[src/rtl/ntt_defines_pkg.sv]
`default_nettype none

package ntt_defines_pkg;

    // ======================================================================
    // Coefficient arithmetic
    // ======================================================================

    localparam int COEFF_W = 23;

    // q = 2^23 - 2^13 + 1
    localparam logic [COEFF_W-1:0] DILITHIUM_Q = 23'd8380417;

    // Packed field per coefficient, top bit always zero
    localparam int LANE_W = 24;

    // ======================================================================
    // Memory layout
    // ======================================================================

    // Four coefficients per word
    localparam int MEM_DATA_W = 4 * LANE_W;
    localparam int MEM_ADDR_W = 15;

    // 256 coefficients per polynomial
    localparam int WORDS_PER_POLY = 64;
    localparam int WORD_CNT_W = 6;

    // ======================================================================
    // Pipeline
    // ======================================================================

    // Cycles through the lanes, counting the output flop in the top
    localparam int PWO_LATENCY = 3;

    // Read strobe to write strobe
    // Memory read, input flop, then the lanes
    localparam int RD_TO_WR_DELAY = PWO_LATENCY + 2;

    typedef enum logic [1:0] {
        MODE_PWM = 2'd0,
        MODE_PWA = 2'd1,
        MODE_PWS = 2'd2
    } pwo_mode_e;

    typedef enum logic [1:0] {
        ST_IDLE  = 2'd0,
        ST_ISSUE = 2'd1,
        ST_DRAIN = 2'd2
    } ctrl_state_e;

endpackage

`default_nettype wire

[src/rtl/ntt_ctrl.sv]
`timescale 1ns/1ps
`default_nettype none

module ntt_ctrl (
    input  wire                                   clk,
    input  wire                                   reset_n,
    input  wire                                   zeroize_i,
    input  wire ntt_defines_pkg::pwo_mode_e       mode_i,
    input  wire                                   ntt_enable_i,
    input  wire                                   accumulate_i,
    input  wire                                   sampler_valid_i,
    input  wire [ntt_defines_pkg::MEM_ADDR_W-1:0] base_a_i,
    input  wire [ntt_defines_pkg::MEM_ADDR_W-1:0] base_b_i,
    input  wire [ntt_defines_pkg::MEM_ADDR_W-1:0] base_c_i,
    output logic                                  rd_en_o,
    output logic                                  rd_c_en_o,
    output logic [ntt_defines_pkg::MEM_ADDR_W-1:0] rd_addr_a_o,
    output logic [ntt_defines_pkg::MEM_ADDR_W-1:0] rd_addr_b_o,
    output logic [ntt_defines_pkg::MEM_ADDR_W-1:0] rd_addr_c_o,
    output logic                                  wr_en_o,
    output logic [ntt_defines_pkg::MEM_ADDR_W-1:0] wr_addr_o,
    output ntt_defines_pkg::pwo_mode_e            run_mode_o,
    output logic                                  run_acc_o,
    output logic                                  done_o
);
    import ntt_defines_pkg::*;

    ctrl_state_e           state_q;
    logic [WORD_CNT_W-1:0] word_cnt_q;
    logic [MEM_ADDR_W-1:0] base_a_q;
    logic [MEM_ADDR_W-1:0] base_b_q;
    logic [MEM_ADDR_W-1:0] base_c_q;
    logic [MEM_ADDR_W-1:0] word_offset;
    logic                  last_word;
    logic                  last_write;

    // Write strobe and address delay line
    logic [RD_TO_WR_DELAY-1:0] wr_en_pipe_q;
    logic [MEM_ADDR_W-1:0]     wr_addr_pipe_q [RD_TO_WR_DELAY];

    // ======================================================================
    // Read issue
    // ======================================================================

    assign word_offset = MEM_ADDR_W'(word_cnt_q);

    // No reads while the sampler holds back operand b
    assign rd_en_o   = (state_q == ST_ISSUE) && sampler_valid_i;
    assign rd_c_en_o = rd_en_o && run_acc_o && (run_mode_o == MODE_PWM);

    assign rd_addr_a_o = base_a_q + word_offset;
    assign rd_addr_b_o = base_b_q + word_offset;
    assign rd_addr_c_o = base_c_q + word_offset;

    assign last_word = (word_cnt_q == WORD_CNT_W'(WORDS_PER_POLY - 1));

    // Final write leaves the delay line with nothing behind it
    assign last_write = (state_q == ST_DRAIN) && wr_en_pipe_q[RD_TO_WR_DELAY-1]
                        && (wr_en_pipe_q[RD_TO_WR_DELAY-2:0] == '0);

    always_ff @(posedge clk or negedge reset_n) begin
        if (!reset_n) begin
            state_q    <= ST_IDLE;
            word_cnt_q <= '0;
            base_a_q   <= '0;
            base_b_q   <= '0;
            base_c_q   <= '0;
            run_mode_o <= MODE_PWM;
            run_acc_o  <= 1'b0;
            done_o     <= 1'b0;
        end else if (zeroize_i) begin
            state_q    <= ST_IDLE;
            word_cnt_q <= '0;
            base_a_q   <= '0;
            base_b_q   <= '0;
            base_c_q   <= '0;
            run_mode_o <= MODE_PWM;
            run_acc_o  <= 1'b0;
            done_o     <= 1'b0;
        end else begin
            done_o <= 1'b0;
            case (state_q)
                ST_IDLE: begin
                    // Run settings held until the next start
                    if (ntt_enable_i) begin
                        base_a_q   <= base_a_i;
                        base_b_q   <= base_b_i;
                        base_c_q   <= base_c_i;
                        run_mode_o <= mode_i;
                        run_acc_o  <= accumulate_i;
                        word_cnt_q <= '0;
                        state_q    <= ST_ISSUE;
                    end
                end
                ST_ISSUE: begin
                    if (rd_en_o) begin
                        word_cnt_q <= word_cnt_q + 1'b1;
                        if (last_word) begin
                            state_q <= ST_DRAIN;
                        end
                    end
                end
                ST_DRAIN: begin
                    if (last_write) begin
                        done_o  <= 1'b1;
                        state_q <= ST_IDLE;
                    end
                end
                default: begin
                    state_q <= ST_IDLE;
                end
            endcase
        end
    end

    // ======================================================================
    // Write alignment
    // ======================================================================

    assign wr_en_o   = wr_en_pipe_q[RD_TO_WR_DELAY-1];
    assign wr_addr_o = wr_addr_pipe_q[RD_TO_WR_DELAY-1];

    always_ff @(posedge clk or negedge reset_n) begin
        if (!reset_n) begin
            wr_en_pipe_q <= '0;
            for (int i = 0; i < RD_TO_WR_DELAY; i++) begin
                wr_addr_pipe_q[i] <= '0;
            end
        end else if (zeroize_i) begin
            wr_en_pipe_q <= '0;
            for (int i = 0; i < RD_TO_WR_DELAY; i++) begin
                wr_addr_pipe_q[i] <= '0;
            end
        end else begin
            wr_en_pipe_q      <= {wr_en_pipe_q[RD_TO_WR_DELAY-2:0], rd_en_o};
            // Result goes back to the c word just read
            wr_addr_pipe_q[0] <= rd_addr_c_o;
            for (int i = 1; i < RD_TO_WR_DELAY; i++) begin
                wr_addr_pipe_q[i] <= wr_addr_pipe_q[i-1];
            end
        end
    end

endmodule

`default_nettype wire

[config.mk]
export PLATFORM = sky130hd
export DESIGN_NAME = ntt_ctrl
export DESIGN_NICKNAME = d
export VERILOG_FILES = /design/src/rtl/ntt_defines_pkg.sv /design/src/rtl/ntt_ctrl.sv
export SDC_FILE = /design/constraint.sdc
export NUM_CORES = 1
export LEC_CHECK = 0
export BUFFER_PORTS_ARGS = -buffer_cell sky130_fd_sc_hd__buf_2
export CORE_UTILIZATION = 30
export DETAILED_ROUTE_END_ITERATION = 8
export GPL_TIMING_DRIVEN = 1
export SLEW_MARGIN = 25
export SYNTH_ARGS = -nofsm -noshare
export SYNTH_HDL_FRONTEND = slang
export SYNTH_SLANG_ARGS = --single-unit
[constraint.sdc]
create_clock -name clk -period 3 [get_ports clk]
set_clock_uncertainty 0.1 [all_clocks]
set_input_delay 0.45 -clock clk [delete_from_list [all_inputs] [get_ports clk]]
set_output_delay 0.45 -clock clk [all_outputs]
set_load 0.02 [all_outputs]
==> impl_metrics.env, run 1 <==
export IMPL_root_buffer="clkbuf_16"
export IMPL_cp_arrival_ns=2.52
export IMPL_drtAntennaViolNets=0
export IMPL_rrSetupSlack_ns=0.72
export IMPL_die_area_sq_um=20570
export IMPL_status="finished, violations left"
export IMPL_switching_share=0.2549
export IMPL_nets=698
export IMPL_comb_power_share=0.097
export IMPL_clk_pin_slew_ns=0.06
export IMPL_clock_sinks=137
export IMPL_p_leak_nw=3.889
export IMPL_synth_seq_cells=137
export IMPL_area_delta_synth_final_pct=29.18
export IMPL_cpLargestDelayFamily="adder cells"
export IMPL_dp_hpwl_um=8887
export IMPL_regToRegEndpoint="wr_addr_pipe_q[72]"
export IMPL_port_buffers=119
export IMPL_r2r_start="word_cnt_q[0]"
export IMPL_vias=4107
export IMPL_grtUsageTotal=0.1358
export IMPL_worstHoldStart="base_b_i[6]"
export IMPL_min_period_ns=3.066
export IMPL_min_path_type="primary input to register"
export IMPL_core_area_sq_um=19530
export IMPL_viasPerCell=4.548
export IMPL_drtIter0Drc=176
export IMPL_drive_gt1_frac=0.3381
export IMPL_ys_warn_count=0
export IMPL_final_setup_worst_slack_ns=-0.06625
export IMPL_start_util=0.3073
export IMPL_p_sw_mw=1.144
export IMPL_required_ns=2.45
export IMPL_gp_congestion=0.8650
export IMPL_violations="negative setup slack"
export IMPL_postSynthAreaPerCell_sq_um=11.95
export IMPL_maxSlewHeadroom=0.4981
export IMPL_ys_types=44
export IMPL_maxCapViolCount=0
export IMPL_drt_pass1_iter_count=4
export IMPL_clk_latency_ns=0.42
export IMPL_synthArstFlopShare=1.000
export IMPL_fin_crit_sh=1.022
export IMPL_path_cells="ha_4, fa_2, a21o_1, buf_6, a311o_1, nand4_1, xnor2_1, buf_4"
export IMPL_critPathMaxStageDelay_ns=0.46
export IMPL_cts_tree="done"
export IMPL_clockPowerShare=0.463
export IMPL_internal_power_mw=3.343
export IMPL_netlist_area_sq_um=6000
export IMPL_hold_end="base_b_q[6]"
export IMPL_grt_pass1_wl_um=21320
export IMPL_worst_r2r_cell_count=8
export IMPL_whs_ns=0.1416
export IMPL_cp_start_kind="register"
export IMPL_grt_pass1_vias=4313
export IMPL_worstMarginPinSlew_ns=0.7529
export IMPL_synth_flop_cell="dfrtp_1"
export IMPL_critical_path_class="register to primary output"
export IMPL_syn_nets=577
export IMPL_syn_inst=502
export IMPL_routed_wl_um=13050
export IMPL_power_frac_seq=0.439
export IMPL_finalPower_mw=4.487
export IMPL_synth_seq_area_share=0.5714
export IMPL_wl_per_cell_um=14.45
export IMPL_ir_worst_vdd_uv=390.2
export IMPL_cts_made_buffers=17
export IMPL_grt_overflow=0
export IMPL_fillers=1878
export IMPL_grt_max_degree=93
export IMPL_htree_levels=4
export IMPL_p_per_area_nw_per_um2=579.0
export IMPL_rows=51
export IMPL_crit_fanout=4
export IMPL_antenna_found_initial=2
export IMPL_final_max_slew_viol_count=0
export IMPL_hold_path_depth=2
export IMPL_clockBufferDepth=2
export IMPL_fin_util=0.3969
export IMPL_route_detailed_drc=0
export IMPL_slowest_stage="dfrtp_2"
export IMPL_synth_edff_count=0
export IMPL_io_pins=120
export IMPL_cp_depth=8
export IMPL_fp_dieH_um=143.4
export IMPL_setup_viol=8
export IMPL_cp_num_buf_inv=2
export IMPL_rsz0062_at_grt="yes"
export IMPL_fmax_ghz=0.3261
export IMPL_fp_dieW_um=143.4
export IMPL_end_kind="primary output"
export IMPL_hold_viol_final=0
[placed cells by master (no fill, tap or decap), types with 4 or more instances in the layout]
cell type,synthesis,layout
a211oi_2,0,4
a21o_1,7,7
a21oi_1,13,10
a21oi_2,1,4
a22o_1,49,49
and3_1,4,4
buf_2,7,105
buf_4,15,30
clkbuf_16,0,17
clkinv_4,0,4
dfrtp_1,137,132
dfrtp_2,0,5
ha_1,19,10
ha_4,0,6
inv_1,4,4
inv_6,0,4
nand2_1,9,9
nand3_1,10,9
nand4_1,6,6
nor2_1,24,21
nor2b_1,82,82
nor3_1,6,5
o21ai_0,11,9
o21ai_1,2,4
o21bai_1,5,5
xnor2_1,25,22
xor2_1,13,13
[cells by family (layout without fill, tap and decap cells)]
family,Yosys count,in the layout,share of synthesized area
AOI/OAI and AO/OA,111,111,0.1404
xor gates and xnor gates,38,38,0.05547
adders and majority gates,22,22,0.04964
buffers and inverters,42,176,0.03712
DFF,137,137,0.5714
muxes,2,2,0.003754
other,0,2,0
and+or+nand+nor,150,150,0.1422
[final cells by class]
type,instances,area [sq um],share of cell area
Antenna cell,2,5.005,0.0006458
Clock buffer,19,432.9,0.05586
Clock inverter,13,160.2,0.02067
Inverter,4,15.01,0.001937
Multi-Input combinational cell,323,2547,0.3287
Sequential cell,137,3435,0.4432
Tap cell,265,331.6,0.04278
Timing Repair Buffer,140,823.3,0.1062
[cell usage after synthesis (all sizes together), types with 3 or more instances]
cell,number,share of area
dfrtp,137,0.57
nor2b,82,0.086
a22o,50,0.073
xnor2,25,0.036
nor2,24,0.015
buf,22,0.025
ha,19,0.040
clkbuf,16,0.010
a21oi,14,0.012
o21ai,13,0.011
xor2,13,0.019
nand3,11,0.010
nand2,9,0.0056
a21o,7,0.0088
a211oi,6,0.0075
nand4,6,0.0063
nor3,6,0.0050
o21bai,5,0.0063
and3,4,0.0042
inv,4,0.0025
fa,3,0.010
[per-layer routing]
layer / share of wire / vias to the layer above / track usage / wire length, um
met4: 0.015 / 0 / 0.04815 / 201
met5: 0 / - / 0 / 0
met2: 0.50 / 107 / 0.2299 / 6493
li1: - / 1992 / - / -
met3: 0.073 / 19 / 0.05898 / 950
met1: 0.41 / 1989 / 0.1513 / 5407
[power groups by stage]
stage	clock network (mW)	registers (mW)	logic [mW]
after floorplan	0	1.99	0.246
after global placement	0	2.00	0.406
after detailed placement	0	2.00	0.419
after CTS	2.14	1.97	0.436
after global routing	2.22	1.98	0.482
final	2.08	1.97	0.437
[flip-flops by register name, indices dropped and copies added (netlist names)]
name / cells
wr_addr_pipe_q: 60
wr_addr_o: 15
word_cnt_q: 6
run_mode_o: 2
base_b_q: 15
wr_en_pipe_q: 5
base_c_q: 15
run_acc_o: 1
done_o: 1
state_q: 2
base_a_q: 15
[worst register-to-register path, delay by kind of cell (launching register included)]
kind,cells,cell delay [ns]
adder cells (fa/ha/maj),2,0.53
AO/OA/AOI/OAI,2,0.52
flip-flops,1,0.46
AND/OR/NAND/NOR,2,0.31
XOR/XNOR,1,0.15
buffers and inverters,1,0.13
[stage by stage]
| step | cell area, sq um | setup WS (ns) | setup TNS (ns) | std cells |
|---|---|---|---|---|
| 2_1_floorplan | 6000 | 0.2843 | 0 | 502 |
| 3_3_place_gp | 6803 | 0.2230 | 0 | 855 |
| 3_5_place_dp | 6823 | 0.1302 | 0 | 856 |
| 4_1_cts | 7614 | -0.07511 | -0.4136 | 895 |
| 5_1_grt | 7745 | -0.1622 | -1.783 | 901 |
| 6_report | 7750 | -0.06625 | -0.2417 | 903 |
[worst max-delay path by stage]
stage,start,end,slack [ns]
6_report,word_cnt_q[0],rd_addr_c_o[12],-0.07
5_1_grt,word_cnt_q[0],rd_addr_b_o[6],-0.16
4_1_cts,word_cnt_q[0],rd_addr_c_o[12],-0.08
3_5_place_dp,word_cnt_q[0],rd_addr_b_o[12],0.13
3_3_place_gp,word_cnt_q[0],rd_addr_b_o[8],0.22
2_1_floorplan,word_cnt_q[0],rd_addr_b_o[10],0.28
[timing repair]
action,in CTS,in global routing
gates cloned,0,0
setup endpoints to repair,21,23
gates resized for setup,37,19
buffers inserted,6,6
hold endpoints to repair,45,0
hold buffers,1,0
pin swaps,13,11
Note: power is estimated with default switching activity, not from simulation.
==> inputs of run 2 (changes only) <==
--- a/config.mk
+++ b/config.mk
@@ -5,6 +5,7 @@
 export SDC_FILE = /design/constraint.sdc
 export NUM_CORES = 1
 export LEC_CHECK = 0
+export ABC_AREA = 1
 export BUFFER_PORTS_ARGS = -buffer_cell sky130_fd_sc_hd__buf_2
 export CORE_UTILIZATION = 30
 export DETAILED_ROUTE_END_ITERATION = 8
==> run 2 against run 1 <==
Compared with the run above: the run now ends clean; sequential cell count unchanged; via count rose by 26%; final area increased by 5.2%; setup slack improved by 0.23 ns; sequential share of layout area fell by 2.3 points; critical path depth stayed put; wire length increased by 11%; register-to-register slack improved by 0.28 ns; synthesized area increased by 12%.
==> impl_metrics.env, run 2 <==
export IMPL_synth_area_leader_cell="dfrtp_1"
export IMPL_internal_power_mw=3.404
export IMPL_clockBufferDepth=2
export IMPL_netlist_area_sq_um=6693
export IMPL_p_sw_mw=1.410
export IMPL_gp_congestion=0.7773
export IMPL_synthArstFlopShare=1.000
export IMPL_routed_wl_um=14550
export IMPL_postSynthAreaPerCell_sq_um=8.283
export IMPL_drt_pass1_iter_count=4
export IMPL_largest_reg_flops=60
export IMPL_min_period_ns=2.836
export IMPL_fin_util=0.3738
export IMPL_comb_power_share=0.165
export IMPL_end_kind="primary output"
export IMPL_fin_crit_sh=0.9453
export IMPL_seqCellArea_sq_um=3430
export IMPL_ys_types=36
export IMPL_fmax_ghz=0.3526
export IMPL_crit_fanout=4
export IMPL_r2r_start="word_cnt_q[0]"
export IMPL_min_path_type="primary input to register"
export IMPL_drive_gt1_frac=0.2022
export IMPL_multi_input_area_sq_um=2484
export IMPL_core_area_sq_um=21820
export IMPL_clk_latency_ns=0.42
export IMPL_fillers=2242
export IMPL_synthTopCellsByArea="dfrtp_1 51%, inv_1 9.4%, nand2_1 6.9%"
export IMPL_cts_made_buffers=17
export IMPL_synth_edff_count=0
export IMPL_synth_seq_cells=137
export IMPL_maxSlewHeadroom=0.5479
export IMPL_switching_share=0.2929
export IMPL_rrSetupSlack_ns=1.00
export IMPL_worst_r2r_cell_count=9
export IMPL_p_per_area_nw_per_um2=590.2
export IMPL_ir_worst_vdd_uv=260.4
export IMPL_dp_hpwl_um=10650
export IMPL_grtUsageTotal=0.1396
export IMPL_clock_sinks=137
export IMPL_regToRegEndpoint="wr_addr_pipe_q[66]"
export IMPL_drtIter0Drc=250
export IMPL_worstHoldStart="base_a_i[8]"
export IMPL_hold_viol_final=0
export IMPL_p_leak_nw=4.427
export IMPL_ys_warn_count=0
export IMPL_syn_inst=808
export IMPL_port_buffers=119
export IMPL_final_max_slew_viol_count=0
export IMPL_clockPowerShare=0.401
export IMPL_rows=54
export IMPL_hold_end="base_a_q[8]"
export IMPL_antenna_found_initial=2
export IMPL_yosysMostFrequentCell="inv_1"
export IMPL_synthTopCellsByCount="167 x inv_1, 137 x dfrtp_1, 123 x nand2_1"
export IMPL_post_place_ws_ns=0.3851
export IMPL_largest_register="wr_addr_pipe_q"
export IMPL_whs_ns=0.1636
export IMPL_grt_overflow=0
export IMPL_synth_seq_area_share=0.5122
export IMPL_status="finished clean"
export IMPL_yosys_area_top_type_share=0.5122
export IMPL_setup_viol=0
export IMPL_maxCapViolCount=0
export IMPL_grt_pass1_wl_um=24250
export IMPL_worstMarginPinSlew_ns=0.6781
export IMPL_syn_nets=883
export IMPL_place_inst=1177
export IMPL_root_buffer="clkbuf_16"
export IMPL_fp_dieW_um=151.4
export IMPL_cp_arrival_ns=2.29
export IMPL_nets=993
export IMPL_vias=5183
export IMPL_critical_path_class="register to primary output"
export IMPL_route_detailed_drc=0
export IMPL_grt_max_degree=71
export IMPL_power_frac_seq=0.433
export IMPL_fp_dieH_um=151.4
export IMPL_synth_flop_cell="dfrtp_1"
export IMPL_grt_pass1_vias=4912
export IMPL_io_pins=120
export IMPL_area_delta_synth_final_pct=21.87
export IMPL_cts_tree="done"
export IMPL_final_setup_worst_slack_ns=0.1640
export IMPL_rsz0062_at_grt="yes"
export IMPL_hold_path_depth=3
export IMPL_wl_per_cell_um=12.01
export IMPL_start_util=0.3067
export IMPL_die_area_sq_um=22910
export IMPL_drtAntennaViolNets=0
export IMPL_required_ns=2.45
export IMPL_viasPerCell=4.280
export IMPL_mostFrequentLayoutCell="inv_1"
export IMPL_final_cells=1211
export IMPL_htree_levels=4
export IMPL_cp_start_kind="register"
export IMPL_clk_pin_slew_ns=0.06
export IMPL_final_cell_mix="167 x inv_1, 136 x dfrtp_1, 121 x nand2_1"
## run 2: cell count changes in the layout (fill, tap and decap cells not counted), sizes merged, moves of 24 or more
cell	previous run	this run
xnor2	25	1
nand2	9	128
a22o	50	0
nand3	11	88
nor2b	82	0
nor2	24	102
o21ai	13	61
inv	10	169
## run 2: worst max path at each step
stage | endpoint | depth (start not counted) | slack, ns | startpoint
after floorplan | rd_addr_b_o[8] | 7 | 0.48 | word_cnt_q[0]
after global placement | rd_addr_c_o[8] | 11 | 0.40 | word_cnt_q[0]
after detailed placement | rd_addr_c_o[8] | 11 | 0.39 | word_cnt_q[0]
after CTS | rd_addr_c_o[8] | 11 | 0.02 | word_cnt_q[0]
after global routing | rd_addr_c_o[10] | 12 | -0.007 | word_cnt_q[0]
final | rd_addr_b_o[6] | 8 | 0.16 | word_cnt_q[0]
## run 2: kinds of logic after synthesis
| logic type | after synthesis | share of synthesized area |
|---|---|---|
| AO/OA/AOI/OAI | 78 | 0.06394 |
| XOR/XNOR | 21 | 0.02860 |
| adder cells (fa/ha/maj) | 22 | 0.04449 |
| buffers and inverters | 206 | 0.1277 |
| flip-flops | 137 | 0.5122 |
| AND/OR/NAND/NOR | 344 | 0.2230 |
## run 2: repair_timing
item,in CTS,in global routing
setup buffers,0,1
endpoints found under the hold margin,67,0
hold buffers,1,0
endpoints found under the setup margin,7,15
resized for setup,4,16
pin swaps,0,4
## run 2: per-layer routing
layer	up-vias	part of all wire	GRT usage
met5	-	0.00089	0
met1	2359	0.45	0.1718
li1	2692	-	-
met3	8	0.063	0.05060
met4	2	0.0062	0.03650
met2	122	0.48	0.2297
## run 2: stage by stage
step / cell area, sq um / power [mW] / setup TNS, ns
after CTS: 8071 / 4.875 / 0
after floorplan: 6693 / 2.616 / 0
final: 8157 / 4.814 / 0
after detailed placement: 7493 / 2.907 / 0
after global routing: 8154 / 5.075 / -0.008874
after global placement: 7493 / 2.901 / 0
## run 2: area by class of cell
type | instances | share of cell area
clock inverter | 12 | 0.01243
tap | 280 | 0.04295
inverter | 168 | 0.07731
antenna | 1 | 0.0003068
multi-input combinational | 465 | 0.3045
timing repair buffer | 129 | 0.08652
sequential | 137 | 0.4205
clock buffer | 19 | 0.05553
## run 2: power by group through the flow
| stage | sequential [mW] | clock [mW] | combinational, mW |
|---|---|---|---|
| finish | 2.09 | 1.93 | 0.795 |
| global route | 2.10 | 2.08 | 0.896 |
| CTS | 2.08 | 1.99 | 0.801 |
| detailed placement | 2.11 | 0 | 0.794 |
| global placement | 2.11 | 0 | 0.790 |
| floorplan | 2.10 | 0 | 0.519 |
## run 2: worst max-delay path: stages (launching register included)
cell     delay (ns)
dfrtp_1        0.41
ha_1           0.24
fa_2           0.36
nand3_1        0.09
nand2_1        0.11
a21oi_4        0.21
buf_4          0.14
xor2_1         0.15
buf_4          0.16
==> inputs of run 3 (changes only) <==
--- a/config.mk
+++ b/config.mk
@@ -10,6 +10,7 @@
 export CORE_UTILIZATION = 30
 export DETAILED_ROUTE_END_ITERATION = 8
 export GPL_TIMING_DRIVEN = 1
+export RECOVER_POWER = 50
 export SLEW_MARGIN = 25
 export SYNTH_ARGS = -nofsm -noshare
 export SYNTH_HDL_FRONTEND = slang
==> run 3 against run 2 <==
Compared with the run above: the run now ends with max-capacitance violations, max-slew violations left; wire length rose by 0.20%; global-route usage did not move; fmax barely moved; clock power barely moved; critical path depth did not move; highest routed layer unchanged.
==> impl_metrics.env, run 3 (synthesis results as in run 2) <==
export IMPL_status="finished, violations left"
export IMPL_violations="max-capacitance violations, max-slew violations"
export IMPL_maxCapViolCount=1
export IMPL_core_area_sq_um=21820
export IMPL_maxSlewHeadroom=-0.1551
export IMPL_cp_arrival_ns=2.29
export IMPL_post_place_ws_ns=0.3851
export IMPL_multi_input_area_sq_um=2470
export IMPL_grt_pass1_vias=4912
export IMPL_area_delta_synth_final_pct=21.16
export IMPL_finalPower_mw=4.807
export IMPL_largest_reg_flops=60
export IMPL_cts_tree="done"
export IMPL_min_path_type="primary input to register"
export IMPL_min_period_ns=2.837
export IMPL_fin_crit_sh=0.9458
export IMPL_grt_pass1_wl_um=24250
export IMPL_cp_start_kind="register"
export IMPL_worstMarginPinSlew_ns=1.733
export IMPL_cts_made_buffers=17
export IMPL_grt_max_degree=71
export IMPL_rows=54
export IMPL_final_cell_mix="168 x inv_1, 136 x dfrtp_1, 122 x nand2_1"
export IMPL_final_max_slew_viol_count=69
export IMPL_path_common_cell="buf_4"
export IMPL_clockBufferDepth=2
export IMPL_p_per_area_nw_per_um2=592.8
export IMPL_antenna_found_initial=2
export IMPL_drtIter0Drc=249
export IMPL_rsz0062_at_grt="yes"
export IMPL_clk_latency_ns=0.41
export IMPL_grtUsageTotal=0.1396
export IMPL_ir_worst_vdd_uv=260.3
export IMPL_path_cells="ha_1, fa_2, nand3_1, nand2_1, a21oi_4, buf_4, xor2_1, buf_4"
export IMPL_fp_dieW_um=151.4
export IMPL_fin_util=0.3716
export IMPL_htree_levels=4
export IMPL_end_kind="primary output"
export IMPL_drt_pass1_iter_count=4
export IMPL_nets=993
export IMPL_gp_congestion=0.7773
export IMPL_wl_per_cell_um=12.04
export IMPL_fp_dieH_um=151.4
export IMPL_clock_sinks=137
export IMPL_port_buffers=119
export IMPL_p_leak_nw=4.337
export IMPL_grt_overflow=0
export IMPL_final_setup_worst_slack_ns=0.1626
export IMPL_fillers=2254
export IMPL_start_util=0.3067
export IMPL_crit_fanout=4
export IMPL_viasPerCell=4.282
export IMPL_fmax_ghz=0.3524
export IMPL_route_detailed_drc=0
export IMPL_slowest_stage="dfrtp_1"
export IMPL_drive_gt1_frac=0.1774
export IMPL_root_buffer="clkbuf_16"
export IMPL_setup_viol=0
export IMPL_critical_path_class="register to primary output"
export IMPL_hold_viol_final=0
export IMPL_die_area_sq_um=22910
export IMPL_seqCellArea_sq_um=3430
export IMPL_mostFrequentLayoutCell="inv_1"
export IMPL_largest_register="wr_addr_pipe_q"
export IMPL_io_pins=120
export IMPL_drtAntennaViolNets=0
export IMPL_dp_hpwl_um=10650
export IMPL_clk_pin_slew_ns=0.06
export IMPL_required_ns=2.45
export IMPL_routed_wl_um=14580
export IMPL_vias=5185
export IMPL_critPathMaxStageDelay_ns=0.41
-- run 3: routing by layer --
metal	wire (um)	vias up	global-route usage	share of wire
met5	13	-	0	0.00089
met4	90	2	0.03650	0.0062
met3	895	8	0.05060	0.061
met2	7010	114	0.2297	0.48
met1	6565	2367	0.1718	0.45
li1	-	2694	-	-
-- run 3: critical path: cells and delay by family, from the launching register on --
| kind | cells | cell delay [ns] |
|---|---|---|
| AO/OA/AOI/OAI | 1 | 0.21 |
| AND/OR/NAND/NOR | 2 | 0.20 |
| buffers and inverters | 2 | 0.30 |
| adder cells (fa/ha/maj) | 2 | 0.60 |
| XOR/XNOR | 1 | 0.15 |
| flip-flops | 1 | 0.41 |
-- run 3: worst paths after layout --
path | to | cells past startpoint | startpoint | slack, ns
max | rd_addr_b_o[6] | 8 | word_cnt_q[0] | 0.16
min | base_a_q[8] | 3 | base_a_i[8] | 0.17
max reg2reg | wr_addr_pipe_q[66] | 9 | word_cnt_q[0] | 1.00
min reg2reg | wr_addr_pipe_q[38] | 2 | wr_addr_pipe_q[53] | 0.35
max in group asynchronous | wr_addr_pipe_q[49] | 3 | reset_n | 0.72
min in group asynchronous | wr_addr_o[0] | 2 | reset_n | 0.95
-- run 3: area by class of cell --
cell class | instances | area share
Timing Repair Buffer | 129 | 0.08286
Clock buffer | 19 | 0.05586
Antenna cell | 1 | 0.0003086
Inverter | 168 | 0.07777
Clock inverter | 12 | 0.01250
Multi-Input combinational cell | 465 | 0.3046
Tap cell | 280 | 0.04320
Sequential cell | 137 | 0.4229
-- run 3: metrics by stage --
step	TNS (ns)	instance area, sq um	instances	hold WS, ns
after floorplan	0	6693	808	0.05441
after global placement	0	7493	1177	0.3378
after detailed placement	0	7493	1177	0.3430
after CTS	0	8071	1209	0.1511
after global routing	-0.008874	8107	1210	0.1547
final	0	8109	1211	0.1662
-- run 3: where the power goes --
part           internal [mW]  switching [mW]
combinational          0.249           0.535
clock                   1.17           0.765
sequential              1.98           0.108
total                   3.40            1.41
-- run 3: repair_timing --
action                                  in CTS  in global routing
hold buffers                                 1                  0
setup buffers                                0                  1
gates resized for setup                      4                 16
pin swaps                                    0                  4
endpoints found under the setup margin       7                 15
endpoints found under the hold margin       67                  0
